File: src/hw/dcache_settings.svh
`ifndef DCACHE_SETTINGS_SVH
`define DCACHE_SETTINGS_SVH

// cache geometry
`define DCACHE_INDEX_W    6     // 64 sets
`define DCACHE_WORD_OFF_W 4     // 16 words per line
`define DCACHE_ADDR_W     32
`define DCACHE_WAYS       2

`endif

File: src/hw/dcache_addr_pkg.sv
`default_nettype none

`include "dcache_settings.svh"

package dcache_addr_pkg;

    localparam int INDEX_W    = `DCACHE_INDEX_W;
    localparam int WORD_OFF_W = `DCACHE_WORD_OFF_W;
    localparam int BYTE_OFF_W = WORD_OFF_W + 2;
    localparam int TAG_W      = `DCACHE_ADDR_W - INDEX_W - BYTE_OFF_W;
    localparam int NUM_SETS   = 1 << INDEX_W;
    localparam int LINE_BYTES = 1 << BYTE_OFF_W;
    localparam int LINE_BITS  = LINE_BYTES * 8;

    typedef logic [LINE_BITS-1:0]  line_t;
    typedef logic [LINE_BYTES-1:0] line_strb_t;
    typedef logic [TAG_W-1:0]      tag_t;
    typedef logic [INDEX_W-1:0]    index_t;
    typedef logic [WORD_OFF_W-1:0] word_off_t;

    typedef struct packed {
        tag_t       tag;
        index_t     index;
        word_off_t  word;
        logic [1:0] byte_off;
    } addr_fields_t;

    // same request word, seen raw or split into lookup fields
    typedef union packed {
        logic [`DCACHE_ADDR_W-1:0] raw;
        addr_fields_t              f;
    } cache_addr_u;

endpackage

`default_nettype wire

File: src/hw/tag_store.sv
`timescale 1ns/1ps
`default_nettype none

`include "dcache_settings.svh"

module tag_store
    import dcache_addr_pkg::*;
(
    input  wire logic                    clk,
    input  wire logic                    rstn,
    input  wire index_t                  i_rd_index,
    input  wire cache_addr_u             i_req_addr,
    input  wire logic [`DCACHE_WAYS-1:0] i_tag_we,
    input  wire logic                    i_dirty_set,
    input  wire logic                    i_dirty_clr,
    input  wire logic                    i_lru_we,
    input  wire logic                    i_lru_way,   // way being touched
    output logic [`DCACHE_WAYS-1:0]      o_hit,
    output logic                         o_victim_way,
    output tag_t                         o_victim_tag,
    output logic                         o_victim_dirty
);

    tag_t                    tag_mem [`DCACHE_WAYS][NUM_SETS];
    logic [NUM_SETS-1:0]     valid [`DCACHE_WAYS];
    logic [NUM_SETS-1:0]     dirty [`DCACHE_WAYS];
    logic [NUM_SETS-1:0]     lru;       // way to replace next
    tag_t                    rd_tag [`DCACHE_WAYS];
    logic [`DCACHE_WAYS-1:0] rd_valid;
    index_t                  idx;

    assign idx = i_req_addr.f.index;

    always_ff @(posedge clk) begin
        for (int w = 0; w < `DCACHE_WAYS; w++) begin
            if (i_tag_we[w]) begin
                tag_mem[w][idx] <= i_req_addr.f.tag;
            end
            rd_tag[w] <= tag_mem[w][i_rd_index];
        end
    end

    always_ff @(posedge clk) begin
        if (!rstn) begin
            for (int w = 0; w < `DCACHE_WAYS; w++) begin
                valid[w] <= '0;
                dirty[w] <= '0;
            end
            rd_valid <= '0;
            lru      <= '0;
        end else begin
            for (int w = 0; w < `DCACHE_WAYS; w++) begin
                if (i_tag_we[w]) valid[w][idx] <= 1'b1;
                rd_valid[w] <= valid[w][i_rd_index];
            end
            if (i_dirty_set) begin
                dirty[i_lru_way][idx] <= 1'b1;
            end else if (i_dirty_clr) begin
                dirty[i_lru_way][idx] <= 1'b0;
            end
            if (i_lru_we) lru[idx] <= ~i_lru_way;
        end
    end

    always_comb begin
        for (int w = 0; w < `DCACHE_WAYS; w++) begin
            o_hit[w] = rd_valid[w] && (rd_tag[w] == i_req_addr.f.tag);
        end
    end

    // an empty way is filled before anything is evicted
    assign o_victim_way   = !rd_valid[0] ? 1'b0 : (!rd_valid[1] ? 1'b1 : lru[idx]);
    assign o_victim_tag   = rd_tag[o_victim_way];
    assign o_victim_dirty = rd_valid[o_victim_way] && dirty[o_victim_way][idx];

    // a line is only refilled after a miss, so one tag never sits in both ways
    a_one_hit : assert property (@(posedge clk) disable iff (!rstn) !(&o_hit));

endmodule

`default_nettype wire

File: config.mk
export PLATFORM = sky130hd
export DESIGN_NAME = tag_store
export DESIGN_NICKNAME = d
export VERILOG_FILES = /design/src/hw/dcache_addr_pkg.sv /design/src/hw/tag_store.sv
export VERILOG_INCLUDE_DIRS = /design/src /design/src/hw
export SDC_FILE = /design/constraint.sdc
export NUM_CORES = 2
export LEC_CHECK = 0
export BUFFER_PORTS_ARGS = -buffer_cell sky130_fd_sc_hd__buf_2
export CAP_MARGIN = 30
export CORE_MARGIN = 3
export CORE_UTILIZATION = 25
export CTS_CLUSTER_DIAMETER = 120
export CTS_CLUSTER_SIZE = 12
export DETAILED_ROUTE_END_ITERATION = 8
export GPL_TIMING_DRIVEN = 0
export SYNTH_ARGS = -nofsm -noshare
export SYNTH_HDL_FRONTEND = slang
export SYNTH_SLANG_ARGS = --single-unit
File: constraint.sdc
create_clock -name clk -period 5.4 [get_ports clk]
set_input_delay 1.08 -clock clk [delete_from_list [all_inputs] [get_ports clk]]
set_output_delay 1.08 -clock clk [all_outputs]
set_load 0.01 [all_outputs]
==> results.toml <==
[pwr]
power_density_mw_per_mm2 = 342
p_sw_w = 0.0105
power.share.combinational_pct = 7.4
swShare_pct = 22.4
pwr-share-seq_pct = 54.3
p_int_w = 0.0362
leakagePower_nw = 41.6
vdd_drop_max_uv = 267
p_clk_share_pct = 38.3

[critical_path]
critPathBufInv = 3
rr_startpoint = "tag_mem[0][971]"
cp-end-kind = "output port"
critPathSlowestCell = "or4_4"
worst_setup_path_start_kind = "input pin"
arrival_ns = 4.67
critPathMaxStageDelay_ns = 0.57
required_ns = 4.32
rr_worst_depth = 4
crit_family = "multiplexers"
crit_type = "in2out"
crit_fanout = 5
crit_chain = "buf_12 > mux4_1 > mux2_2 > nand2_1 > o311ai_4 > o31ai_4 > inv_4 > mux4_2 > nor3_2 > or4_4 > a2111oi_4 > and3b_2 > buf_6"
critPathLaunch = "i_req_addr[6]"
cp_num_cells = 13

[synth]
synth_cell_types = 67
syn-num-nets = 5464
syn_inst = 5418
synth.avg_cell_area_um2 = 21.2
synth_edf_count = 2816
syn_area_mm2 = 0.115
ys_seq_elements = 2922
yosys_warnings = 0
async_reset_ff_share_pct = 0
synth-main-ff-cell = "edfxtp_1"
seq_area_frac_synth_pct = 75.3

[global_route]
grt_pass1_wl_um = 482000
grt_pass1_vias = 60000
grt_start_max_net_pins = 99
grt_overflow = 0
track_usage_pct = 14.5
antenna_found_initial = 48

[clock_tree]
clockRootBuffer = "clkbuf_16"
postCtsHoldBufs = 0
max-clock-path-buffers = 4
clkLatencyLatePin_ns = 0.89
numCtsBuffers = 285
cts.sinks = 2922
cts.reportedPaths.clkPinSlew_ns = 0.06
cts_tree = "built"
h-tree-depth = 5

[hold_path]
min_from = "lru[62]"
min_path_type = "reg2reg"
holdPathStages = 2

[timing]
hold_violations = 0
tns_ns = -0.355
finalCritPeriodShare_pct = 106
rsz0062_at_grt = "yes"
fin_ws_ns = -0.349
min_period_ns = 5.75
drv_slew = 0
fin_skew_ns = 0.0788
relSlewSlack_pct = 24.7
tightest_slew_ns = 1.13
finalSetupViolations = 2
fmax_ghz = 0.174

[place]
dp_hpwl_um = 241000
place.gp.congestion = 0.888
numPortBuffers = 52
dp_slack_ns = -1.60

[floorplan]
start_util_pct = 25.2
core_mm2 = 0.457
die_h_um = 684
die-area_mm2 = 0.468
die_w_um = 684
rows = 248
ios = 70

[finish]
multi_input_area_mm2 = 0.0272
nets = 6064
fill_cells = 44200
regArea_mm2 = 0.0867
drive_above_1_share_pct = 27.2
fin_util_pct = 29.8
syn_to_final_growth_pct = 18.3

[flow_run]
max_cap_violations = 0

[drt]
drt-initial-drc-count = 8217
wl_um = 350000
wl_per_cell_um = 28.6
dr_total_vias = 60500
antenna_left = 0
avgViaCountPerCell = 4.94
first_pass_iters = 6
route.detailed.drc = 0

[status]
outcome = "complete, but fails checks"
violations = "negative setup slack"
[synth_stat cells, types with 52 or more instances]
library cell,count,area share [%]
buf_1,82,0.27
and3_1,131,0.71
edfxtp_1,2816,73
o21ai_0,158,0.69
nor2_1,226,0.74
a311oi_1,64,0.49
a21oi_1,83,0.36
dfxtp_1,106,1.8
nand2_1,166,0.54
mux4_2,874,17
nand2b_1,137,0.74
clkbuf_1,286,0.93
mux2i_1,52,0.45
[cell families after synthesis]
| group | count (synthesis) | synth area share, % |
|---|---|---|
| simple gates | 746 | 3.21 |
| mux | 950 | 17.8 |
| flops | 2922 | 75.3 |
| compound gates | 376 | 2.05 |
| xor+xnor | 40 | 0.304 |
| buf+inv | 384 | 1.29 |
[power by group through the flow]
stage	Clock, W	Sequential, W	Combinational [W]
after floorplan	0	0.0257	0.00158
after global placement	0	0.0258	0.00307
after detailed placement	0	0.0258	0.00334
after CTS	0.0181	0.0253	0.00341
after global routing	0.0190	0.0253	0.00357
final	0.0179	0.0253	0.00347
[metrics by stage]
| stage | power, W | std cells | cell area (um^2) | hold WS, ns |
|---|---|---|---|---|
| final | 0.0466 | 12200 | 136000 | 0.521 |
| after CTS | 0.0468 | 12200 | 136000 | 0.522 |
| after global placement | 0.0289 | 11600 | 123000 | 0.509 |
| after detailed placement | 0.0291 | 11800 | 128000 | 0.514 |
| after floorplan | 0.0273 | 5418 | 115000 | 0.488 |
| after global routing | 0.0479 | 12200 | 136000 | 0.535 |
[path summary, 6_finish.rpt]
check / endpoint / slack, ns
min: lru[62] / 0.52
max reg2reg: rd_tag[0][11] / 2.90
min reg2reg: lru[62] / 0.52
max: o_victim_dirty / -0.35
[cell type report]
type                            instances  area share, %
Timing Repair Buffer                  316           3.85
Tap cell                             6125           5.63
Inverter                                6         0.0193
Clock buffer                          345           5.51
Clock inverter                         16          0.161
Buffer                                375           1.16
Multi-Input combinational cell       2112           20.0
Sequential cell                      2922           63.7
Antenna cell                           19         0.0349
[timing repair]
item	4_1_cts	5_1_grt
cloned	4	0
buffers inserted	24	0
endpoints found under the setup margin	31	20
resized for setup	85	24
pin swaps	14	8
[cell usage in the layout, fill, tap and decap left out, drive strengths merged, types with 9 or more instances in the layout]
master,count
edfxtp,2816
mux4,876
clkbuf,628
buf,408
nor2,226
nand2,166
o21ai,158
nand2b,137
and3,131
dfxtp,106
a21oi,83
a311oi,64
mux2i,52
xor2,24
mux2,22
diode,19
xnor2,16
nand3,14
o22ai,13
a211oi,13
inv,13
nor4,11
nand3b,10
nor3,10
clkinv,9
[flip-flops by register name, summed over array words and instances, names as in the netlist]
name / flops
lru: 64
dirty: 128
valid: 128
rd_tag: 40
tag_mem: 2560
rd_valid: 2
[per-layer routing]
| layer | part of all wire [%] | up-vias | track usage, % |
|---|---|---|---|
| met5 | 0.019 | - | 0 |
| met4 | 4.9 | 10 | 6.68 |
| met3 | 9.8 | 626 | 3.26 |
| met2 | 47 | 3488 | 23.0 |
| met1 | 38 | 32600 | 18.8 |
| li1 | - | 23700 | - |
[tightest hold or removal path, stage by stage, from the launching register on]
cell and delay, ns:
dfxtp_1 0.31, a21oi_1 0.11, a311oi_1 0.06
No activity file was read; power rests on OpenSTA's default activity.
