**src/hw/dcache_settings.svh**
```systemverilog
`ifndef DCACHE_SETTINGS_SVH
`define DCACHE_SETTINGS_SVH

// cache geometry
`define DCACHE_INDEX_W    6     // 64 sets
`define DCACHE_WORD_OFF_W 4     // 16 words per line
`define DCACHE_ADDR_W     32
`define DCACHE_WAYS       2

`endif

```
**src/hw/dcache_addr_pkg.sv**
```systemverilog
`default_nettype none

`include "dcache_settings.svh"

package dcache_addr_pkg;

    localparam int INDEX_W    = `DCACHE_INDEX_W;
    localparam int WORD_OFF_W = `DCACHE_WORD_OFF_W;
    localparam int BYTE_OFF_W = WORD_OFF_W + 2;
    localparam int TAG_W      = `DCACHE_ADDR_W - INDEX_W - BYTE_OFF_W;
    localparam int NUM_SETS   = 1 << INDEX_W;
    localparam int LINE_BYTES = 1 << BYTE_OFF_W;
    localparam int LINE_BITS  = LINE_BYTES * 8;

    typedef logic [LINE_BITS-1:0]  line_t;
    typedef logic [LINE_BYTES-1:0] line_strb_t;
    typedef logic [TAG_W-1:0]      tag_t;
    typedef logic [INDEX_W-1:0]    index_t;
    typedef logic [WORD_OFF_W-1:0] word_off_t;

    typedef struct packed {
        tag_t       tag;
        index_t     index;
        word_off_t  word;
        logic [1:0] byte_off;
    } addr_fields_t;

    // same request word, seen raw or split into lookup fields
    typedef union packed {
        logic [`DCACHE_ADDR_W-1:0] raw;
        addr_fields_t              f;
    } cache_addr_u;

endpackage

`default_nettype wire

```
**src/hw/dcache_access_pkg.sv**
```systemverilog
`default_nettype none

package dcache_access_pkg;

    typedef enum logic [1:0] {
        SIZE_BYTE = 2'd0,
        SIZE_HALF = 2'd1,
        SIZE_WORD = 2'd2
    } acc_size_e;

    typedef enum logic {
        OP_LOAD  = 1'b0,
        OP_STORE = 1'b1
    } mem_op_e;

    typedef logic [6:0] exc_code_t;

    localparam exc_code_t EXC_NONE = 7'h00;
    localparam exc_code_t EXC_ALE  = 7'h09;   // address alignment error

endpackage

`default_nettype wire

```
**src/hw/load_store_align.sv**
```systemverilog
`timescale 1ns/1ps
`default_nettype none

module load_store_align
    import dcache_addr_pkg::*;
    import dcache_access_pkg::*;
(
    input  wire cache_addr_u i_req_addr,
    input  wire logic [1:0]  i_size,
    input  wire logic        i_signed,
    input  wire logic [31:0] i_wdata,    // lane aligned within the word
    input  wire logic [3:0]  i_wstrb,    // zero for loads
    input  wire line_t       i_line,
    input  wire logic        i_fill_sel, // i_line is the refill line
    output line_t            o_wline,
    output line_strb_t       o_wstrb_line,
    output logic [31:0]      o_rdata,
    output logic             o_misaligned
);

    line_t       wdata_line;
    line_t       bit_mask;
    line_strb_t  strb_line;
    logic [31:0] word;
    logic [15:0] half;
    logic [7:0]  rd_byte;

    // move the store word into its slot in the line
    assign wdata_line = {{(LINE_BITS-32){1'b0}}, i_wdata} << {i_req_addr.f.word, 5'b00000};
    assign strb_line  = {{(LINE_BYTES-4){1'b0}}, i_wstrb} << {i_req_addr.f.word, 2'b00};

    always_comb begin
        for (int b = 0; b < LINE_BYTES; b++) begin
            bit_mask[b*8 +: 8] = {8{strb_line[b]}};
        end
    end

    assign o_wline      = (i_line & ~bit_mask) | (wdata_line & bit_mask);
    assign o_wstrb_line = i_fill_sel ? '1 : strb_line;   // refill writes the whole line

    // load side
    assign word    = i_line[{i_req_addr.f.word, 5'b00000} +: 32];
    assign half    = i_req_addr.f.byte_off[1] ? word[31:16] : word[15:0];
    assign rd_byte = word[{i_req_addr.f.byte_off, 3'b000} +: 8];

    always_comb begin
        case (acc_size_e'(i_size))
            SIZE_BYTE: o_rdata = {{24{i_signed & rd_byte[7]}}, rd_byte};
            SIZE_HALF: o_rdata = {{16{i_signed & half[15]}}, half};
            default:   o_rdata = word;
        endcase
    end

    assign o_misaligned = ((i_size == SIZE_HALF) && i_req_addr.f.byte_off[0])
                       || ((i_size == SIZE_WORD) && (i_req_addr.f.byte_off != 2'b00));

endmodule

`default_nettype wire

```
**config.mk**
```make
export PLATFORM = sky130hd
export DESIGN_NAME = load_store_align
export DESIGN_NICKNAME = d
export VERILOG_FILES = /design/src/hw/dcache_addr_pkg.sv /design/src/hw/dcache_access_pkg.sv /design/src/hw/load_store_align.sv
export VERILOG_INCLUDE_DIRS = /design/src /design/src/hw
export SDC_FILE = /design/constraint.sdc
export NUM_CORES = 1
export LEC_CHECK = 0
export ABC_AREA = 1
export BUFFER_PORTS_ARGS = -buffer_cell sky130_fd_sc_hd__buf_2
export CAP_MARGIN = 0
export CORE_AREA = 2 2 461 463
export DETAILED_ROUTE_END_ITERATION = 6
export DIE_AREA = 0 0 463 465
export PLACE_DENSITY = 0.3
export SYNTH_ARGS = -nofsm -noshare
export SYNTH_HDL_FRONTEND = slang
export SYNTH_SLANG_ARGS = --single-unit
export TNS_END_PERCENT = 20
```
**constraint.sdc**
```tcl
create_clock -name vclk -period 2.6
set_clock_uncertainty 0.1 [all_clocks]
set_input_delay 0.39 -clock vclk [all_inputs]
set_output_delay 0.39 -clock vclk [all_outputs]
set_load 0.02 [all_outputs]
```
==> impl_metrics.tcl, run 1 <==
set metrics [dict create \
    seq_cell_count 0 \
    grt_overflow_total 0 \
    rows 169 \
    grt_pass1_wl_um 290000 \
    place.detailed.hpwl_um 206000 \
    setup_viol 287 \
    routed_wl_um 237000 \
    drt_iter0_markers 2637 \
    endpoint "o_rdata[22]" \
    antenna_found_initial 78 \
    ioPinCount 1193 \
    failed_checks "negative setup slack" \
    core-area_um2 211000 \
    fmax_mhz 345 \
    fin_cells 7064 \
    status "finished with violations" \
    hold_path.class "in2out" \
    critPathBufInv 6 \
    cp-start-kind "input port" \
    critPathMostFrequentCell "nand3_2" \
    antenna_left 0 \
    fillers 24900 \
    swShare_pct 63.2 \
    syn_avg_cell_area_um2 4.68 \
    max_stage_delay_ps 280 \
    p_int_mw 2.60 \
    cp-startpoint "i_req_addr[3]" \
    post-place-ws_ps -1130 \
    switching_power_mw 4.46 \
    rsz0062_at_grt "true" \
    synth_fp_nets 3144 \
    vias_per_cell 3.94 \
    power.density_nw_per_um2 225 \
    cp_cell_sequence "buf_16, inv_16, bufbuf_16, nor2_1, o21ai_1, nand3_1, nand3_2, buf_12, nand3_2, nand3_4, nand2_4, nand3_4, buf_8, nand3_2, buf_4" \
    pwr-share-clk_pct 0 \
    final_max_slew_viol_count 0 \
    crit_fanout 10 \
    drc 0 \
    final-hold-violation-count 0 \
    via_count 27800 \
    arrival_ps 2410 \
    drive_above_1_share_pct 53.1 \
    grtUsageTotal_pct 20.4 \
    port_buffers 1167 \
    dpl.cell_count 6934 \
    start_util_pct 5.68 \
    yosysWarnings 0 \
    p_leak_nw 15.0 \
    fin_ws_ps -298 \
    dieArea_um2 215000 \
    cp-end-kind "primary output" \
    grt_pass1_vias 26800 \
    yosys.cell_types.count 28 \
    ys_seq_area_share_pct 0 \
    grt_max_degree 65 \
    min_period_over_period_pct 111 \
    crit_slowest_cell "bufbuf_16" \
    worst_pin_slew_ps 629 \
    area_delta_synth_final_pct 162 \
    netlist_area_um2 12000 \
    cap_violations 0 \
    wl_per_cell_um 33.5 \
    critPathRequiredTime_ps 2110 \
    hold_ws_ps 1010 \
    synth_cells 2560 \
    cp.depth 15 \
    critPathTopFamily "buffers and inverters" \
    crit_type "in2out" \
    finalSetupTns_ps -29290 \
    period_minus_slack_ps 2900 \
    seqPwrFrac_pct 0 \
    die_h_um 465 \
    cts_hold_buf 0 \
    final_nets 4777 \
    max_slew_margin_pct 58.0 \
    nClkBuffers 0 \
    p_comb_share_pct 100.0 \
    multi_input_area_um2 12500 \
    regArea_um2 0 \
    peakVddDrop_v 0.0000732 \
    gp_congestion 0.970 \
    dr.pass1.iters 5 \
    die_x_um 463 \
]
-- layout by cell type, fill, tap and decap left out, types with 3 or more instances in the layout --
master	Yosys	routed
a21oi_1	25	20
a21oi_2	0	5
a32o_1	4	4
buf_12	0	172
buf_16	0	16
buf_2	70	984
buf_4	21	538
buf_6	23	106
buf_8	2	14
bufbuf_16	0	10
clkbuf_16	0	13
diode_2	0	52
inv_1	50	48
nand2_1	793	713
nand2_2	25	75
nand2_4	0	28
nand2_8	0	3
nand3_1	268	197
nand3_2	1	59
nand3_4	1	14
nor2_1	277	245
nor2_2	11	23
nor2_4	0	20
nor4_4	0	6
o211ai_1	67	67
o21ai_0	564	406
o21ai_1	180	210
o21ai_2	0	81
o21ai_4	0	47
o221ai_1	40	40
o22ai_1	11	11
-- worst min path at each step --
stage               slack [ps]           end  depth (start not counted)           from
floorplan                  850  o_misaligned                          2  i_req_addr[0]
global placement          1030  o_wline[290]                          4    i_line[290]
detailed placement        1030  o_wline[388]                          4    i_line[388]
CTS                       1030  o_wline[321]                          4    i_line[321]
global route              1030  o_wline[171]                          4    i_line[171]
finish                    1010  o_wline[322]                          4    i_line[322]
-- cell families after synthesis --
logic type	synth area share, %
AO/OA/AOI/OAI	40.4
buffers and inverters	11.8
AND/OR/NAND/NOR	47.7
-- cells in the mapped netlist (all sizes together) --
library cell	instances	area [µm²]
nor2	288	1110
clkinv	2	7.51
a32o	4	40.0
inv	54	205
a22oi	1	7.51
o22ai	11	68.8
clkbuf	95	357
nand3	270	1370
buf	130	850
a21oi	25	125
nand2	818	3130
o211ai	69	528
nor4	8	100
and3	1	6.26
o21ai	744	3720
o221ai	40	350
-- through the flow --
stage	cell area, µm²	power (mW)	utilization (%)
after global placement	26900	6.25	12.8
after detailed placement	26900	6.21	12.8
after floorplan	12000	2.22	-
after global routing	31300	7.40	14.9
final	31400	7.06	14.9
after CTS	29400	6.76	13.9
-- layout make-up --
type                            instances  area share [%]
Antenna cell                           52           0.415
Multi-Input combinational cell       2280            39.8
Inverter                               56           0.870
Timing Repair inverter                  2           0.148
Tap cell                             2821            11.3
Timing Repair Buffer                 1853            47.5
-- power by group through the flow --
stage | registers [mW] | logic, mW | clock network, mW
after global placement | 0 | 6.25 | 0
after CTS | 0 | 6.76 | 0
after floorplan | 0 | 2.22 | 0
after detailed placement | 0 | 6.21 | 0
after global routing | 0 | 7.40 | 0.00000188
final | 0 | 7.06 | 0.00000240
-- repair_timing --
action,4_1_cts,5_1_grt
resized for setup,533,414
setup endpoints to repair,446,517
gates cloned,15,16
hold endpoints to repair,0,0
setup buffers,28,28
pin swaps,42,69
-- metal layers --
metal | global-route usage [%] | routed length (µm)
met4 | 5.17 | 7090
met1 | 26.0 | 100000
met2 | 33.0 | 107000
met5 | 0 | 172
met3 | 6.59 | 22400
No activity file was read; power rests on OpenSTA's default activity.
==> run 2: changes to the inputs <==
- TNS_END_PERCENT: 20 -> unset
==> run 2 against run 1 <==
Against the previous run:
- critical path depth is 1 higher
- the flow still finishes with violations (negative setup slack)
- sequential share of layout area unchanged
- worst hold slack got worse by 5.3 ps
- sequential cell count did not move
- final cell count down 0.16%
- via count shrank 0.33%
- first-iteration DRC count up 0.38%
- count of clock-buffer cells in the layout did not move
- power up 3.2%
- final area grew 4.9%
- maximum frequency shrank 0.22%
==> impl_metrics.tcl, run 2 (synthesis gave the netlist of run 1 again) <==
set metrics [dict create \
    drt-met1-wl_um 99000 \
    routed_wl_um 236000 \
    power.density_nw_per_um2 221 \
    grt_max_degree 65 \
    worstHoldEndpoint "o_wline[195]" \
    fin_ws_ps -304 \
    final_max_slew_viol_count 0 \
    final_common_cell "buf_2" \
    fillers 24700 \
    final-hold-violation-count 0 \
    hold_start "i_line[195]" \
    nClkBuffers 0 \
    start_util_pct 5.68 \
    drc 0 \
    arrival_ps 2410 \
    gp_congestion 0.970 \
    dr.pass1.iters 6 \
    min_period_over_period_pct 112 \
    routed-wl-met3_um 23000 \
    ioPinCount 1193 \
    antenna_left 0 \
    cap_violations 0 \
    placed_cell_area_um2 26900 \
    place.detailed.hpwl_um 206000 \
    area_delta_synth_final_pct 175 \
    final_nets 4771 \
    period_minus_slack_ps 2900 \
    failed_checks "negative setup slack" \
    drive_above_1_share_pct 56.6 \
    rows 169 \
    crit_fanout 23 \
    grt_pass1_wl_um 291000 \
    worst_pin_slew_ps 579 \
    crit_type "in2out" \
    cp-start-kind "input port" \
    wl_met2_um 106000 \
    die_x_um 463 \
    cp-end-kind "primary output" \
    hold-path-cell-count 4 \
    cp_cell_sequence "buf_16, clkinv_16, clkbuf_16, nor2_1, nor2_1, o21ai_1, buf_4, o211ai_1, nand3_1, nand3_2, buf_4, nand3_2, nand2_1, nand2_2, nand2_2, buf_4" \
    power.total_mw 7.28 \
    vias_per_cell 3.93 \
    final_cell_mix "867 x buf_2, 644 x nand2_1, 556 x buf_4, 312 x o21ai_0, 244 x nor2_1" \
    via_count 27700 \
    peakVddDrop_v 0.0000728 \
    max_stage_delay_ps 260 \
    setup_viol 257 \
    seq_cell_count 0 \
    port_buffers 1167 \
    top_layer_used "met5" \
    critPathTopFamily "buffers and inverters" \
    dieArea_um2 215000 \
    drt_iter0_markers 2647 \
    die_h_um 465 \
    core-area_um2 211000 \
    grt_overflow_total 0 \
    grtUsageTotal_pct 20.5 \
    hold_path.class "in2out" \
    critPathRequiredTime_ps 2110 \
    max_slew_margin_pct 61.4 \
    grt_pass1_vias 26900 \
    stdcell_area_um2 32900 \
    critPathMostFrequentCell "buf_4" \
    regArea_um2 0 \
    antenna_found_initial 73 \
    crit_slowest_cell "clkbuf_16" \
    critPathBufInv 6 \
    p_leak_nw 15.4 \
    wl_per_cell_um 33.4 \
    status "finished with violations" \
    rsz0062_at_grt "true" \
    fmax_mhz 344 \
    multi_input_area_um2 13500 \
]
==> run 2: metal layers <==
layer,track usage [%],vias to the layer above
li1,-,12200
met1,26.0,13700
met2,33.5,1571
met3,6.54,221
met4,4.57,24
met5,0,-
==> run 2: timing repair <==
| item | CTS | global route |
|---|---|---|
| pin swaps | 47 | 72 |
| gates cloned | 17 | 11 |
| buffers inserted | 34 | 26 |
| gates resized for setup | 783 | 709 |
| hold buffers | 0 | 0 |
| endpoints found under the setup margin | 446 | 511 |
==> run 2: how the worst max path moves through the flow <==
stage	cells after the start	start	slack, ps	endpoint
after floorplan	10	i_req_addr[2]	120	o_wline[456]
after global placement	14	i_req_addr[3]	-1140	o_rdata[13]
after detailed placement	14	i_req_addr[3]	-1130	o_rdata[13]
after CTS	15	i_req_addr[3]	-360	o_rdata[13]
after global routing	18	i_req_addr[2]	-390	o_rdata[13]
final	16	i_req_addr[2]	-300	o_rdata[1]
==> run 2: through the flow <==
stage          setup TNS, ps  worst slack (ps)  cells  hold WS (ps)  util (%)
6_report              -24090              -304   7053          1010      15.6
5_1_grt               -42200              -386   7038          1030      15.6
4_1_cts               -23970              -358   6981          1000      14.3
3_5_place_dp          -92740             -1130   6934          1030      12.8
3_3_place_gp          -93250             -1140   6934          1030      12.8
2_1_floorplan              0               117   2560           855         -
==> run 2: cell type report <==
class | instances | share of cell area, %
well taps | 2821 | 10.7
repair buffers | 1849 | 47.1
diodes | 47 | 0.357
multi-input cells | 2280 | 41.0
inverters | 56 | 0.836
==> run 2: power by group <==
group          leakage (nW)  internal [mW]  switching [mW]  total [mW]
sequential                0              0               0           0
combinational          15.4           2.73            4.55        7.28
clock              0.000298     0.00000212               0  0.00000212
==> run 2: tightest hold or removal path, stage by stage <==
cell	delay [ps]
buf_2	100
nand2_2	50
o21ai_2	50
buf_6	110
==> run 3: changes to the inputs <==
- CORE_AREA: 2 2 461 463 -> 2 2 470 472
- DIE_AREA: 0 0 463 465 -> 0 0 472 474
- PLACE_DENSITY: 0.3 -> 0.32
- clock period: 2.6 -> 3.77 ns (I/O delays scaled with it)
==> run 3 against run 2 <==
Against the previous run:
- the run now ends clean
- non-clock buffer count down 450
- count of clock-buffer cells in the layout unchanged
- largest cell class is now multi-input gates
- via count down 7.3%
- critical endpoint is now o_rdata[4]
- critical path type unchanged
- utilization down 5.0 points
==> impl_metrics.tcl, run 3 (synthesis gave the netlist of run 1 again) <==
set metrics [dict create \
    status "completed" \
    grt_pass1_wl_um 275000 \
    dr.pass1.iters 7 \
    period_minus_slack_ps 3720 \
    routed_wl_um 224000 \
    cts_hold_buf 0 \
    vias_per_cell 3.87 \
    setup_viol 0 \
    die_x_um 472 \
    antenna_left 0 \
    max_slew_margin_pct 25.5 \
    critPathRequiredTime_ps 3100 \
    worst_pin_slew_ps 1110 \
    dieArea_um2 224000 \
    final_cell_mix "1117 x buf_2, 789 x nand2_1, 542 x o21ai_0, 277 x nor2_1, 264 x nand3_1" \
    final_max_slew_viol_count 0 \
    grt_max_degree 63 \
    gp_congestion 0.951 \
    area_delta_synth_final_pct 94.1 \
    hold_ws_ps 1380 \
    p_leak_nw 11.2 \
    via_count 25700 \
    final_common_cell "buf_2" \
    fin_util_pct 10.6 \
    wl_per_cell_um 33.8 \
    fillers 26400 \
    cp-start-kind "input port" \
    drc 0 \
    peakVddDrop_v 0.0000576 \
    grtUsageTotal_pct 18.8 \
    drive_above_1_share_pct 39.3 \
    core-area_um2 219000 \
    cp-end-kind "primary output" \
    port_buffers 1167 \
    nClkBuffers 0 \
    min_period_over_period_pct 98.8 \
    final-hold-violation-count 0 \
    cp-startpoint "i_req_addr[2]" \
    fmax_mhz 268 \
    arrival_ps 3060 \
    grt_overflow_total 0 \
    place.detailed.hpwl_um 202000 \
    regArea_um2 0 \
    hold_path.class "in2out" \
    final_nets 4321 \
    start_util_pct 5.48 \
    crit_type "in2out" \
    drt_iter0_markers 2753 \
    grt_pass1_vias 24300 \
    crit_fanout 30 \
    cap_violations 0 \
    seq_cell_count 0 \
    rows 172 \
    hold_start "i_line[378]" \
    die_h_um 474 \
    power.density_nw_per_um2 169 \
    power.total_mw 3.93 \
    rsz0062_at_grt "false" \
    antenna_found_initial 68 \
    ioPinCount 1193 \
]
run 3: cell count changes in the layout (fill, tap and decap cells not counted), moves of 60 or more:
cell and delta:
o21ai_4 -87, buf_2 +250, nand2_1 +145, buf_6 -187
o21ai_0 +230, buf_12 -98, nand2_2 -87, nand3_1 +73
nand3_2 -60, buf_4 -356, o21ai_2 -110
run 3: cell type report:
| class | count | area [µm²] | area share (%) |
|---|---|---|---|
| Antenna cell | 28 | 70.1 | 0.301 |
| Inverter | 56 | 256 | 1.10 |
| Multi-Input combinational cell | 2279 | 10600 | 45.6 |
| Tap cell | 2871 | 3590 | 15.5 |
| Timing Repair Buffer | 1399 | 8710 | 37.5 |
| Timing Repair inverter | 1 | 11.3 | 0.0484 |
run 3: what timing repair did:
action                     CTS  global route
gates cloned                 0             1
resized for setup           19            24
hold endpoints to repair     0             0
setup endpoints to repair   37            19
buffers inserted             0             0
run 3: final timing paths:
| check | endpoint | cells past startpoint |
|---|---|---|
| max | o_rdata[4] | 11 |
| min | o_wline[378] | 4 |
run 3: stage by stage:
stage          area, µm²  setup TNS [ps]  setup WS, ps  std cells
2_1_floorplan      12000               0           936       2560
3_3_place_gp       23100           -4110          -248       6605
3_5_place_dp       23100           -4270          -242       6605
4_1_cts            23100               0          14.6       6605
5_1_grt            23200               0          3.62       6623
6_report           23200               0          45.4       6634
run 3: routing by layer:
layer	vias to the layer above	track usage (%)	part of all wire, %
met3	186	6.94	11
met5	-	0	0.049
met2	1691	30.6	45
met4	16	4.53	3.0
li1	11200	-	-
met1	12600	23.4	41
run 3: critical path: stages:
cell and delay [ps]:
buf_12 150, buf_12 190, o21ai_0 900, o211ai_1 190
nand3_1 190, nand3_1 110, nand3_1 190, nand2_1 80
nand2_1 110, nand2_1 110, buf_2 180
run 3: power by group:
| part | switching, mW | internal, mW | leakage (nW) |
|---|---|---|---|
| Combinational | 2.78 | 1.16 | 11.2 |
| Clock | 0 | 0.000000669 | 0.000177 |
| Sequential | 0 | 0 | 0 |
