--- src/hw/dcache_settings.svh ---
`ifndef DCACHE_SETTINGS_SVH
`define DCACHE_SETTINGS_SVH

// cache geometry
`define DCACHE_INDEX_W    6     // 64 sets
`define DCACHE_WORD_OFF_W 4     // 16 words per line
`define DCACHE_ADDR_W     32
`define DCACHE_WAYS       2

`endif

--- src/hw/dcache_addr_pkg.sv ---
`default_nettype none

`include "dcache_settings.svh"

package dcache_addr_pkg;

    localparam int INDEX_W    = `DCACHE_INDEX_W;
    localparam int WORD_OFF_W = `DCACHE_WORD_OFF_W;
    localparam int BYTE_OFF_W = WORD_OFF_W + 2;
    localparam int TAG_W      = `DCACHE_ADDR_W - INDEX_W - BYTE_OFF_W;
    localparam int NUM_SETS   = 1 << INDEX_W;
    localparam int LINE_BYTES = 1 << BYTE_OFF_W;
    localparam int LINE_BITS  = LINE_BYTES * 8;

    typedef logic [LINE_BITS-1:0]  line_t;
    typedef logic [LINE_BYTES-1:0] line_strb_t;
    typedef logic [TAG_W-1:0]      tag_t;
    typedef logic [INDEX_W-1:0]    index_t;
    typedef logic [WORD_OFF_W-1:0] word_off_t;

    typedef struct packed {
        tag_t       tag;
        index_t     index;
        word_off_t  word;
        logic [1:0] byte_off;
    } addr_fields_t;

    // same request word, seen raw or split into lookup fields
    typedef union packed {
        logic [`DCACHE_ADDR_W-1:0] raw;
        addr_fields_t              f;
    } cache_addr_u;

endpackage

`default_nettype wire

--- src/hw/dcache_access_pkg.sv ---
`default_nettype none

package dcache_access_pkg;

    typedef enum logic [1:0] {
        SIZE_BYTE = 2'd0,
        SIZE_HALF = 2'd1,
        SIZE_WORD = 2'd2
    } acc_size_e;

    typedef enum logic {
        OP_LOAD  = 1'b0,
        OP_STORE = 1'b1
    } mem_op_e;

    typedef logic [6:0] exc_code_t;

    localparam exc_code_t EXC_NONE = 7'h00;
    localparam exc_code_t EXC_ALE  = 7'h09;   // address alignment error

endpackage

`default_nettype wire

--- src/hw/dcache_ctrl.sv ---
`timescale 1ns/1ps
`default_nettype none

`include "dcache_settings.svh"

module dcache_ctrl
    import dcache_addr_pkg::*;
    import dcache_access_pkg::*;
(
    input  wire logic                      clk,
    input  wire logic                      rstn,
    // pipeline
    input  wire logic                      i_valid,
    input  wire logic [`DCACHE_ADDR_W-1:0] i_addr,
    input  wire logic                      i_op,
    input  wire logic [1:0]                i_size,
    input  wire logic [31:0]               i_wdata,
    input  wire logic [3:0]                i_wstrb,
    input  wire logic                      i_signed,
    output logic                           o_done,
    output exc_code_t                      o_exc,
    output logic [`DCACHE_ADDR_W-1:0]      o_badv,
    // memory
    output logic                           o_mem_rvalid,
    input  wire logic                      i_mem_rready,
    output logic [`DCACHE_ADDR_W-1:0]      o_mem_raddr,
    output logic                           o_mem_wvalid,
    input  wire logic                      i_mem_wready,
    output logic [`DCACHE_ADDR_W-1:0]      o_mem_waddr,
    output line_t                          o_mem_wdata,
    // tag store, line RAMs, aligner
    input  wire logic [`DCACHE_WAYS-1:0]   i_hit,
    input  wire logic                      i_victim_way,
    input  wire tag_t                      i_victim_tag,
    input  wire logic                      i_victim_dirty,
    input  wire logic                      i_misaligned,
    input  wire line_t                     i_rd_line0,
    input  wire line_t                     i_rd_line1,
    output cache_addr_u                    o_req_addr,
    output logic                           o_req_op,
    output logic [1:0]                     o_req_size,
    output logic                           o_req_signed,
    output logic [31:0]                    o_req_wdata,
    output logic [3:0]                     o_req_wstrb,
    output index_t                         o_rd_index,
    output logic [`DCACHE_WAYS-1:0]        o_ram_we,
    output logic                           o_fill_sel,
    output logic [`DCACHE_WAYS-1:0]        o_tag_we,
    output logic                           o_dirty_set,
    output logic                           o_dirty_clr,
    output logic                           o_lru_we,
    output logic                           o_lru_way,
    output logic                           o_sel_way
);

    typedef enum logic [2:0] {S_IDLE, S_LOOKUP, S_MISS, S_REFILL, S_WAIT_WRITE} state_e;
    typedef enum logic [1:0] {WB_INIT, WB_WRITE, WB_FINISH} wb_state_e;

    state_e                    state, state_n;
    wb_state_e                 wb_state, wb_state_n;
    cache_addr_u               in_addr;
    logic                      capture;
    logic                      chain;       // done, next request may enter lookup
    logic                      miss_start;
    logic                      hit_way;
    logic                      victim_q;
    line_t                     wbuf;
    logic [`DCACHE_ADDR_W-1:0] wb_addr;

    assign in_addr.raw = i_addr;
    assign hit_way     = i_hit[1];

    always_comb begin
        state_n      = state;
        o_done       = 1'b0;
        o_exc        = EXC_NONE;
        chain        = 1'b0;
        capture      = 1'b0;
        miss_start   = 1'b0;
        o_mem_rvalid = 1'b0;
        o_ram_we     = '0;
        o_fill_sel   = 1'b0;
        o_tag_we     = '0;
        o_dirty_set  = 1'b0;
        o_dirty_clr  = 1'b0;
        o_lru_we     = 1'b0;
        o_lru_way    = victim_q;
        o_sel_way    = victim_q;
        case (state)
            S_IDLE: begin
                capture = i_valid;
                if (i_valid) state_n = S_LOOKUP;
            end
            S_LOOKUP: begin
                o_sel_way = hit_way;
                o_lru_way = hit_way;
                if (i_misaligned) begin
                    o_done = 1'b1;
                    o_exc  = EXC_ALE;
                    chain  = 1'b1;
                end else if (|i_hit) begin
                    o_done   = 1'b1;
                    o_lru_we = 1'b1;
                    if (o_req_op == OP_STORE) begin
                        o_ram_we[hit_way] = 1'b1;
                        o_dirty_set       = 1'b1;
                        state_n           = S_IDLE;   // bubble before the next read
                    end else begin
                        chain = 1'b1;
                    end
                end else begin
                    miss_start = 1'b1;
                    state_n    = S_MISS;
                end
            end
            S_MISS: begin
                o_mem_rvalid = 1'b1;
                o_fill_sel   = 1'b1;
                if (i_mem_rready) begin
                    o_ram_we[victim_q] = 1'b1;
                    o_tag_we[victim_q] = 1'b1;
                    o_lru_we           = 1'b1;
                    o_dirty_set        = (o_req_op == OP_STORE);
                    o_dirty_clr        = (o_req_op != OP_STORE);
                    state_n            = S_REFILL;
                end
            end
            S_REFILL: state_n = S_WAIT_WRITE;   // new line reads back from the RAM
            S_WAIT_WRITE: begin
                if (wb_state == WB_FINISH) begin
                    o_done = 1'b1;
                    chain  = 1'b1;
                end
            end
            default: state_n = S_IDLE;
        endcase
        if (chain) begin
            capture = i_valid;
            state_n = i_valid ? S_LOOKUP : S_IDLE;
        end
    end

    // write-back of the victim line, alongside the refill
    always_comb begin
        wb_state_n = wb_state;
        case (wb_state)
            WB_INIT:   if (miss_start) wb_state_n = i_victim_dirty ? WB_WRITE : WB_FINISH;
            WB_WRITE:  if (i_mem_wready) wb_state_n = WB_FINISH;
            WB_FINISH: if (o_done) wb_state_n = WB_INIT;
            default:   wb_state_n = WB_INIT;
        endcase
    end

    always_ff @(posedge clk) begin
        if (!rstn) begin
            state    <= S_IDLE;
            wb_state <= WB_INIT;
        end else begin
            state    <= state_n;
            wb_state <= wb_state_n;
        end
    end

    always_ff @(posedge clk) begin
        if (capture) begin
            o_req_addr   <= in_addr;
            o_req_op     <= i_op;
            o_req_size   <= i_size;
            o_req_signed <= i_signed;
            o_req_wdata  <= i_wdata;
            o_req_wstrb  <= (i_op == OP_STORE) ? i_wstrb : 4'b0000;
        end
        if (miss_start) begin
            victim_q <= i_victim_way;
            wbuf     <= i_victim_way ? i_rd_line1 : i_rd_line0;
            wb_addr  <= {i_victim_tag, o_req_addr.f.index, {BYTE_OFF_W{1'b0}}};
        end
    end

    assign o_rd_index   = capture ? in_addr.f.index : o_req_addr.f.index;
    assign o_badv       = (o_exc != EXC_NONE) ? o_req_addr.raw : '0;
    assign o_mem_raddr  = {o_req_addr.f.tag, o_req_addr.f.index, {BYTE_OFF_W{1'b0}}};
    assign o_mem_wvalid = (wb_state == WB_WRITE);
    assign o_mem_waddr  = wb_addr;
    assign o_mem_wdata  = wbuf;

    a_rvalid_hold : assert property (@(posedge clk) disable iff (!rstn)
        o_mem_rvalid && !i_mem_rready |=> o_mem_rvalid && $stable(o_mem_raddr));
    a_wvalid_hold : assert property (@(posedge clk) disable iff (!rstn)
        o_mem_wvalid && !i_mem_wready |=> o_mem_wvalid && $stable(o_mem_waddr));
    a_done_after_wb : assert property (@(posedge clk) disable iff (!rstn)
        !(o_done && wb_state == WB_WRITE));

endmodule

`default_nettype wire

--- config.mk ---
export PLATFORM = sky130hd
export DESIGN_NAME = dcache_ctrl
export DESIGN_NICKNAME = d
export VERILOG_FILES = /design/src/hw/dcache_addr_pkg.sv /design/src/hw/dcache_access_pkg.sv /design/src/hw/dcache_ctrl.sv
export VERILOG_INCLUDE_DIRS = /design/src /design/src/hw
export SDC_FILE = /design/constraint.sdc
export NUM_CORES = 1
export LEC_CHECK = 0
export BUFFER_PORTS_ARGS = -buffer_cell sky130_fd_sc_hd__buf_2
export CAP_MARGIN = 40
export CORE_AREA = 2 2 722 724
export CTS_CLUSTER_SIZE = 10
export DETAILED_ROUTE_END_ITERATION = 12
export DIE_AREA = 0 0 724 726
export GPL_ROUTABILITY_DRIVEN = 0
export PLACE_DENSITY = 0.31
export SYNTH_ARGS = -nofsm -noshare
export SYNTH_HDL_FRONTEND = slang
export SYNTH_SLANG_ARGS = --single-unit
--- constraint.sdc ---
create_clock -name clk -period 60.1 [get_ports clk]
set_input_delay 9.015 -clock clk [delete_from_list [all_inputs] [get_ports clk]]
set_output_delay 9.015 -clock clk [all_outputs]
set_load 0.05 [all_outputs]
==> qor.yml, run 1 <==
status:
  run_status: "finished, final reports clean"
timing:
  finalSetupTns_ns: 0
  fmaxAchievable_mhz: 50.8
  worstMarginPinSlew_ns: 0.995
  setup_viol: 0
  finClkSkew_ns: 0.0645
  fin_crit_sh_pct: 32.8
  slew_violations: 0
  hold_ws_ns: 0.556
  hold_viol: 0
  relSlewSlack_pct: 33.7
  min_period_ns: 19.70
  worst_slack_ns: 40.40
  rsz0062_at_grt: "no"
placed_design:
  placedCellCount: 10020
  hpwlAfterDp_mm: 291
  io_buffers: 1814
  dp_slack_ns: 40.41
route:
  vias_per_cell: 2.14
  drc: 0
  vias: 21968
  routed_wirelength_mm: 317
  drtIter0Drc: 1284
  post_drt_wl_per_cell_um: 30.9
  ant_nets: 0
  detailroute.wirelength.met2_mm: 142
  highest_layer: "met5"
  drt_pass1_iterations: 4
  drt-met1-wl_mm: 106
  wl_met3_mm: 56.1
setup_path:
  reg2reg_slack_ns: 54.93
  worstSetupPathType: "primary input to output port"
  cp_num_buf_inv: 2
  worst_path_most_repeated_cell: "buf_2"
  crit_path_max_incr_delay_ns: 0.43
  cpMaxStageDelayCell: "mux2_4"
  reg2reg_to: "o_mem_wdata[363]"
  critPathTopFamily: "compound AO/OA/AOI/OAI gates"
  cp-end-kind: "output port"
  crit_path_cell_trace: "buf_2 > o21ba_2 > o21ba_4 > o21ai_4 > mux2_4 > buf_2"
  worstPathMaxFanout: 8
  timing.rr.start: "state[0]"
  r2r_cells: 8
  cp.required_ns: 51.08
  arrival_ns: 10.69
  crit_path_start_kind: "primary input"
global_routing:
  grt_start_max_net_pins: 133
  grt_pass1_wl_mm: 365
  grt_pass1_vias: 22516
  overflow: 0
  grt_antenna_before_repair: 227
  grtUsageTotal_pct: 11.6
power_and_ir_drop:
  power.density_nw_per_um2: 25.4
  switchingPower_uw: 341
  p_leak_uw: 0.0167
  ir_drop_uv: 18.3
  clockPowerShare_pct: 43.3
  pwr-share-comb_pct: 14.3
  p_sw_share_pct: 29.1
  p_int_uw: 828
  pwr-share-seq_pct: 42.4
clock_tree:
  cts_buffer_depth: 4
  ctsResizeCount: 0
  numCtsBuffers: 90
  clock-sinks: 616
  cts_tree: "built"
  cts-root-buf: "clkbuf_16"
  insertion_delay_ns: 0.83
  post_cts_buffers: 0
  cts_hold_buf: 0
  htreeDepth: 3
  path_clk_slew_ns: 0.06
yosys:
  synth.area.top_cells: "edfxtp_1, mux2_2, buf_4, buf_2, and2_1"
  synth.avg_cell_area_um2: 19.2
  synth_most_common_cell: "edfxtp_1"
  ys_seq_area_share_pct: 72.4
  synth_edf_count: 611
  ys_async_sr_fraction_pct: 0
  synth.top_cell.area_share_pct: 72.0
  netlist_area_um2: 25500
  synth_top_area_cell: "edfxtp_1"
  synthDistinctLibCells: 33
  yosysWarnings: 0
  synth_common_cells: "edfxtp_1, mux2_2, buf_2"
  ys_seq_elements: 616
  syn_inst: 1324
  synth_top_flop_cell: "edfxtp_1"
finish:
  syn_to_final_growth_pct: 80.6
  final_cells: 10260
  multiInputGateArea_um2: 6440
  drive_gt1_share_pct: 77.0
  seq_area_um2: 18400
  fill_cells: 60348
  fin_nets: 4298
floorplan:
  die_x_um: 724
  row_count: 265
  core_region_area_um2: 519000
  start_util_pct: 4.91
  io_pins: 1832
  die_h_um: 726
  dieArea_um2: 526000
hold_path:
  worstHoldPathType: "register to register"
  holdPathStages: 1
  holdCritStartpoint: "state[2]"
  hold_end: "state[1]"
job:
  cap_violations: 0
==> worst max-delay path by stage <==
stage | startpoint | end | depth (start not counted)
floorplan | i_hit[0] | o_mem_waddr[10] | 1
finish | i_hit[1] | o_rd_index[3] | 6
CTS | i_hit[0] | o_rd_index[2] | 6
global placement | i_hit[1] | o_rd_index[2] | 6
detailed placement | i_hit[0] | o_rd_index[2] | 6
global route | i_hit[1] | o_rd_index[2] | 6
==> stage by stage <==
stage | util [%] | cell area (µm²) | total power, µW
after floorplan | - | 25500 | 583
after global placement | 8.26 | 42800 | 674
after detailed placement | 8.31 | 43100 | 675
after CTS | 8.82 | 45800 | 1200
after global routing | 8.87 | 46000 | 1210
final | 8.87 | 46000 | 1170
==> sequential cells by signal, indices dropped and copies added, names as in the netlist <==
| signal | count |
|---|---|
| o_mem_waddr | 26 |
| o_mem_wdata | 512 |
| o_req_addr | 32 |
| o_req_op | 1 |
| o_req_signed | 1 |
| o_req_size | 2 |
| o_req_wdata | 32 |
| o_req_wstrb | 4 |
| state | 3 |
| victim_q | 1 |
| wb_state | 2 |
==> per-layer routing <==
metal  GRT usage [%]  vias up
met2            18.4     1653
li1                -     8912
met5               0        -
met3            9.08      544
met4            3.67       78
met1            11.4    10781
==> kinds of logic after synthesis <==
kind of cell	share of synthesized area, %
buffers and inverters	2.57
AO/OA/AOI/OAI	0.422
flip-flops	72.4
AND/OR/NAND/NOR	1.56
other	0.0147
multiplexers	23.0
==> worst register-to-register path, cell delays in order, from the launching register on <==
cell and delay (ns):
dfxtp_1 0.42, or3b_1 0.56, nor4_4 0.26, buf_12 0.57
buf_4 0.70, buf_4 0.70, buf_4 0.76, buf_4 0.51
buf_16 0.30
==> cell usage in the layout (no fill, tap or decap), types with 3 or more instances in the layout <==
master,n
mux2_2,513
conb_1,17
buf_2,1813
edfxtp_1,611
a21oi_1,3
clkinvlp_4,4
clkinv_2,13
nand2b_1,3
buf_4,16
mux2_4,6
nor2_1,8
clkinv_1,22
clkbuf_1,16
and2_1,37
buf_12,15
inv_6,4
dfxtp_1,5
clkbuf_16,90
diode_2,83
==> power by group through the flow <==
stage	Combinational [µW]	Sequential, µW	Clock, µW
after floorplan	55.7	527	0
final	167	496	506
after global routing	177	496	541
after global placement	169	505	0
after detailed placement	170	505	0
after CTS	171	497	531
==> cell type report <==
| class | instances | share of cell area [%] |
|---|---|---|
| Tap cell | 6942 | 18.9 |
| Multi-Input combinational cell | 614 | 14.0 |
| Clock inverter | 49 | 0.710 |
| Timing Repair Buffer | 1847 | 20.8 |
| Sequential cell | 616 | 40.1 |
| Clock buffer | 106 | 5.03 |
| Antenna cell | 83 | 0.452 |
| Inverter | 3 | 0.0299 |
No activity file was read; power rests on OpenSTA's default activity.
==> run 2, diff against run 1 <==
- CORE_AREA: 2 2 722 724 -> 2 2 705 707
- DIE_AREA: 0 0 724 726 -> 0 0 707 709
- clock period: 60.1 -> 20.7 ns (I/O delays scaled with it)
==> run 2 against run 1 <==
Critical path depth stayed put; sequential power grew to 2.9 times the previous value; setup slack worse by 28 ns; design area is 0.63% lower; clock skew is 0.0048 ns higher; non-clock buffer count is 6 higher; critical endpoint is now o_rd_index[1]; largest power group unchanged.
==> qor.yml, run 2 (synthesis results as in run 1) <==
clock_tree:
  cts_buffer_depth: 4  # unchanged
  insertion_delay_ns: 0.84  # about the same
  ctsResizeCount: 0  # unchanged
  cts-root-buf: "clkbuf_16"
  post_cts_buffers: 0  # unchanged
  path_clk_slew_ns: 0.06  # about the same
  numCtsBuffers: 93  # +3.3%
  cts_hold_buf: 0  # unchanged
  cts_tree: "built"
  clock-sinks: 616  # unchanged
  htreeDepth: 3  # unchanged
timing:
  slew_violations: 0  # unchanged
  min_period_ns: 7.93
  hold_ws_ns: 0.553  # -0.00294 ns
  relSlewSlack_pct: 40.0  # +6.3 points
  hold_viol: 0  # unchanged
  worst_slack_ns: 12.77  # -27.62 ns
  setup_viol: 0  # unchanged
  fmaxAchievable_mhz: 126
  finClkSkew_ns: 0.0693  # +0.00480 ns
  fin_crit_sh_pct: 38.3
  rsz0062_at_grt: "no"
  worstMarginPinSlew_ns: 0.906  # -0.0885 ns
  finalSetupTns_ns: 0  # unchanged
route:
  ant_nets: 0  # unchanged
  drtIter0Drc: 1542  # +20%
  routed_wirelength_mm: 330  # +3.9%
  post_drt_wl_per_cell_um: 33.7  # +8.8%
  drc: 0  # unchanged
  vias_per_cell: 2.25  # +5.0%
  drt_pass1_iterations: 5  # +1
  vias: 22024  # +0.25%
finish:
  drive_gt1_share_pct: 77.1  # +0.15 points
  final_common_cell: "buf_2"
  final_cell_mix: "buf_2, edfxtp_1, mux2_2"
  final_area_um2: 45700  # -0.63%
  syn_to_final_growth_pct: 79.4
  fin_nets: 4307  # +0.21%
  largest_reg_flops: 512  # unchanged
power_and_ir_drop:
  ir_drop_uv: 56.1  # +210%
  power.density_nw_per_um2: 77.0  # +200%
  power_uw: 3520  # +200%
  p_leak_uw: 0.0168  # +1.0%
floorplan:
  start_util_pct: 5.17  # +0.26 points
  dieArea_um2: 501000  # -4.6%
  core_region_area_um2: 493000  # -4.9%
  die_h_um: 709  # -2.3%
  io_pins: 1832  # unchanged
  row_count: 258  # -2.6%
  die_x_um: 707  # -2.3%
placed_design:
  place_area_um2: 42600  # -1.1%
  io_buffers: 1814  # unchanged
  dp_slack_ns: 12.75  # -27.66 ns
  hpwlAfterDp_mm: 302  # +4.0%
global_routing:
  overflow: 0  # unchanged
  grt_pass1_wl_mm: 375  # +2.8%
  grt_antenna_before_repair: 235  # +3.5%
  grt_start_max_net_pins: 88  # -34%
  grtUsageTotal_pct: 12.6  # +1.0 points
  grt_pass1_vias: 22411  # -0.47%
setup_path:
  arrival_ns: 4.82  # -5.87 ns
  worstPathMaxFanout: 8  # unchanged
  crit_path_start_kind: "primary input"
  timing.rr.start: "state[2]"
  worstSetupPathType: "primary input to output port"
  cp-end-kind: "output port"
  cp.required_ns: 17.59  # -33.49 ns
  r2r_cells: 6  # -2
  reg2reg_to: "o_mem_wdata[226]"
  reg2reg_slack_ns: 16.20  # -38.73 ns
status:
  run_status: "finished, final reports clean"
hold_path:
  worstHoldPathType: "register to register"
  hold_end: "state[2]"
  holdCritStartpoint: "state[2]"
  holdPathStages: 2  # +1
job:
  cap_violations: 0  # unchanged
-- run 2: changes by cell type in the layout (fill, tap and decap cells not counted), sizes merged --
| cell | change |
|---|---|
| buf | +6 |
| clkinvlp | -3 |
| clkbuf | +10 |
| diode | -34 |
| clkinv | -3 |
| bufinv | +5 |
| inv | -2 |
-- run 2: area by class of cell --
class | instances | area (µm²)
fill | 56928 | 447000
antenna | 49 | 123
inverter | 3 | 13.8
clock inverter | 46 | 455
multi-input combinational | 614 | 6460
tap | 6500 | 8130
timing repair buffer | 1853 | 9620
clock buffer | 116 | 2450
sequential | 616 | 18400
-- run 2: metal layers --
layer / track usage, % / up-vias / part of all wire, %
met5: 0 / - / 0.12
met4: 3.78 / 58 / 4.0
met3: 9.65 / 541 / 18
met2: 20.9 / 1721 / 47
met1: 11.9 / 10808 / 32
li1: - / 8896 / -
-- run 2: metrics by stage --
stage	instances	utilization, %
2_1_floorplan	1340	-
3_3_place_gp	9570	8.59
3_5_place_dp	9584	8.65
4_1_cts	9746	9.24
5_1_grt	9784	9.27
6_report	9797	9.27
-- run 2: how the worst max path moves through the flow --
stage	to	cells past startpoint	from	slack [ns]
finish	o_rd_index[1]	6	i_hit[0]	12.77
global route	o_rd_index[1]	6	i_hit[0]	12.72
CTS	o_rd_index[1]	6	i_hit[0]	12.75
detailed placement	o_rd_index[1]	6	i_hit[0]	12.75
global placement	o_rd_index[1]	6	i_hit[0]	12.79
floorplan	o_mem_waddr[10]	1	i_hit[0]	0.09
-- run 2: power breakdown --
group | switching (µW) | internal [µW]
registers | 22.7 | 1410
clock network | 683 | 923
logic | 305 | 176
-- run 2: critical path, stage by stage --
cell and delay [ns]:
buf_2 0.15, o21ba_2 0.24, o21ba_4 0.20, o21ai_4 0.51, mux2_4 0.36, buf_2 0.22
==> run 3, diff against run 2 <==
- CORE_AREA: 2 2 705 707 -> 2 2 720 722
- DIE_AREA: 0 0 707 709 -> 0 0 722 724
- clock period: 20.7 -> 6.9 ns (I/O delays scaled with it)
==> run 3 against run 2 <==
Register-to-register slack got worse by 13 ns; largest power group unchanged; critical endpoint is now o_badv[3]; cell count rose by 2.9%; sequential share of layout area shrank 0.27 points; setup slack got worse by 10 ns; first-iteration DRC count fell by 2.2%; utilization fell by 0.34 points; die area rose by 4.3%; clock skew decreased by 0.0096 ns; global-route usage fell by 0.90 points; design area increased by 0.68%.
==> qor.yml, run 3 (synthesis results as in run 1) <==
floorplan:
  row_count: 264  # +2.3%
  start_util_pct: 4.94  # -0.22 points
  die_x_um: 722  # +2.1%
  dieArea_um2: 523000  # +4.3%
  die_h_um: 724  # +2.1%
  core_region_area_um2: 515000  # +4.5%
  io_pins: 1832  # unchanged
setup_path:
  reg2reg_slack_ns: 3.65  # -12.55 ns
  arrival_ns: 3.05  # -1.77 ns
  cp.required_ns: 5.86  # -11.73 ns
  worstSetupPathType: "register to output port"
  cp-end-kind: "output port"
  worstPathMaxFanout: 34  # +26
  crit_path_start_kind: "register"
timing:
  hold_ws_ns: 0.378  # -0.175 ns
  setup_viol: 0  # unchanged
  finClkSkew_ns: 0.0597  # -0.00957 ns
  slew_violations: 0  # unchanged
  relSlewSlack_pct: 25.1  # -15 points
  min_period_ns: 4.08
  fin_crit_sh_pct: 59.2
  fmaxAchievable_mhz: 245
  hold_viol: 0  # unchanged
  rsz0062_at_grt: "no"
  worstMarginPinSlew_ns: 1.12  # +0.217 ns
hold_path:
  worstHoldPathType: "primary input to register"
placed_design:
  placedCellCount: 9867  # +3.0%
  io_buffers: 1814  # unchanged
  hpwlAfterDp_mm: 293  # -3.2%
job:
  cap_violations: 0  # unchanged
global_routing:
  grt_pass1_vias: 22437  # +0.12%
  grt_start_max_net_pins: 141  # +60%
  grt_pass1_wl_mm: 365  # -2.7%
  grtUsageTotal_pct: 11.7  # -0.90 points
  grt_antenna_before_repair: 229  # -2.6%
  overflow: 0  # unchanged
clock_tree:
  ctsResizeCount: 0  # unchanged
  insertion_delay_ns: 0.82  # -0.02 ns
  cts_tree: "built"
  cts_buffer_depth: 4  # unchanged
  numCtsBuffers: 91  # -2.2%
  clock-sinks: 616  # unchanged
  post_cts_buffers: 0  # unchanged
  path_clk_slew_ns: 0.06  # about the same
  cts-root-buf: "clkbuf_16"
  htreeDepth: 3  # unchanged
  cts_hold_buf: 0  # unchanged
finish:
  final_cells: 10078  # +2.9%
  final_cell_mix: "buf_2, edfxtp_1, mux2_2"
  syn_to_final_growth_pct: 80.6
  fin_nets: 4304  # -0.070%
  final_common_cell: "buf_2"
  largest_reg_flops: 512  # unchanged
  drive_gt1_share_pct: 77.1  # about the same
route:
  routed_wirelength_mm: 320  # -3.0%
  drt_pass1_iterations: 5  # unchanged
  vias: 22015  # -0.041%
  ant_nets: 0  # unchanged
  drc: 0  # unchanged
  vias_per_cell: 2.18  # -2.8%
  drtIter0Drc: 1508  # -2.2%
  post_drt_wl_per_cell_um: 31.7  # -5.7%
power_and_ir_drop:
  power.density_nw_per_um2: 228  # +200%
  ir_drop_uv: 180  # +220%
  p_leak_uw: 0.0168  # -0.23%
status:
  run_status: "finished, final reports clean"
## run 3: changes by cell type in the layout (fill, tap and decap cells not counted), moves of 3 or more
cell | previous run | this run
bufinv_16 | 7 | 10
buf_16 | 4 | 1
buf_4 | 22 | 19
clkbuf_16 | 94 | 91
buf_12 | 13 | 18
diode_2 | 49 | 53
## run 3: layer usage
layer | vias to the layer above | part of all wire (%) | global-route usage (%)
met5 | - | 0.19 | 0
met3 | 586 | 17 | 8.65
met4 | 90 | 4.2 | 3.71
met1 | 10784 | 35 | 12.2
met2 | 1664 | 44 | 18.1
li1 | 8891 | - | -
## run 3: metrics by stage
| stage | utilization [%] | setup WS [ns] | cell area (µm²) | power [µW] | TNS (ns) |
|---|---|---|---|---|---|
| after floorplan | - | -11.64 | 25500 | 5080 | -6298.44 |
| after global routing | 8.92 | 2.65 | 46000 | 10900 | 0 |
| after CTS | 8.90 | 2.74 | 45900 | 10700 | 0 |
| after detailed placement | 8.34 | 3.05 | 43000 | 5820 | 0 |
| final | 8.93 | 2.82 | 46000 | 10500 | 0 |
| after global placement | 8.29 | 3.08 | 42700 | 5810 | 0 |
## run 3: path summary, 6_finish.rpt
| path | start | end | cells after the start |
|---|---|---|---|
| hold reg to reg | state[2] | state[1] | 1 |
| setup reg to reg | state[2] | o_mem_wdata[511] | 4 |
| setup / recovery | state[2] | o_badv[3] | 4 |
| hold / removal | i_victim_tag[2] | o_mem_waddr[14] | 1 |
## run 3: area by class of cell
cell class,count,area [µm²]
flip-flops and latches,616,18400
clock inverters,45,523
fillers,59666,469000
inverters,3,13.8
repair buffers,1852,9620
multi-input cells,614,6440
well taps,6783,8490
clock buffers,112,2360
diodes,53,133
## run 3: critical path, stage by stage (launching register included)
cell	delay [ns]
dfxtp_1	0.35
or3b_1	0.55
nor2_4	0.80
and2_1	0.25
buf_2	0.27
## run 3: power breakdown
part,total [µW],internal (µW),switching (µW)
Combinational,1410,527,879
Sequential,4310,4230,73.6
Clock,4760,2790,1980
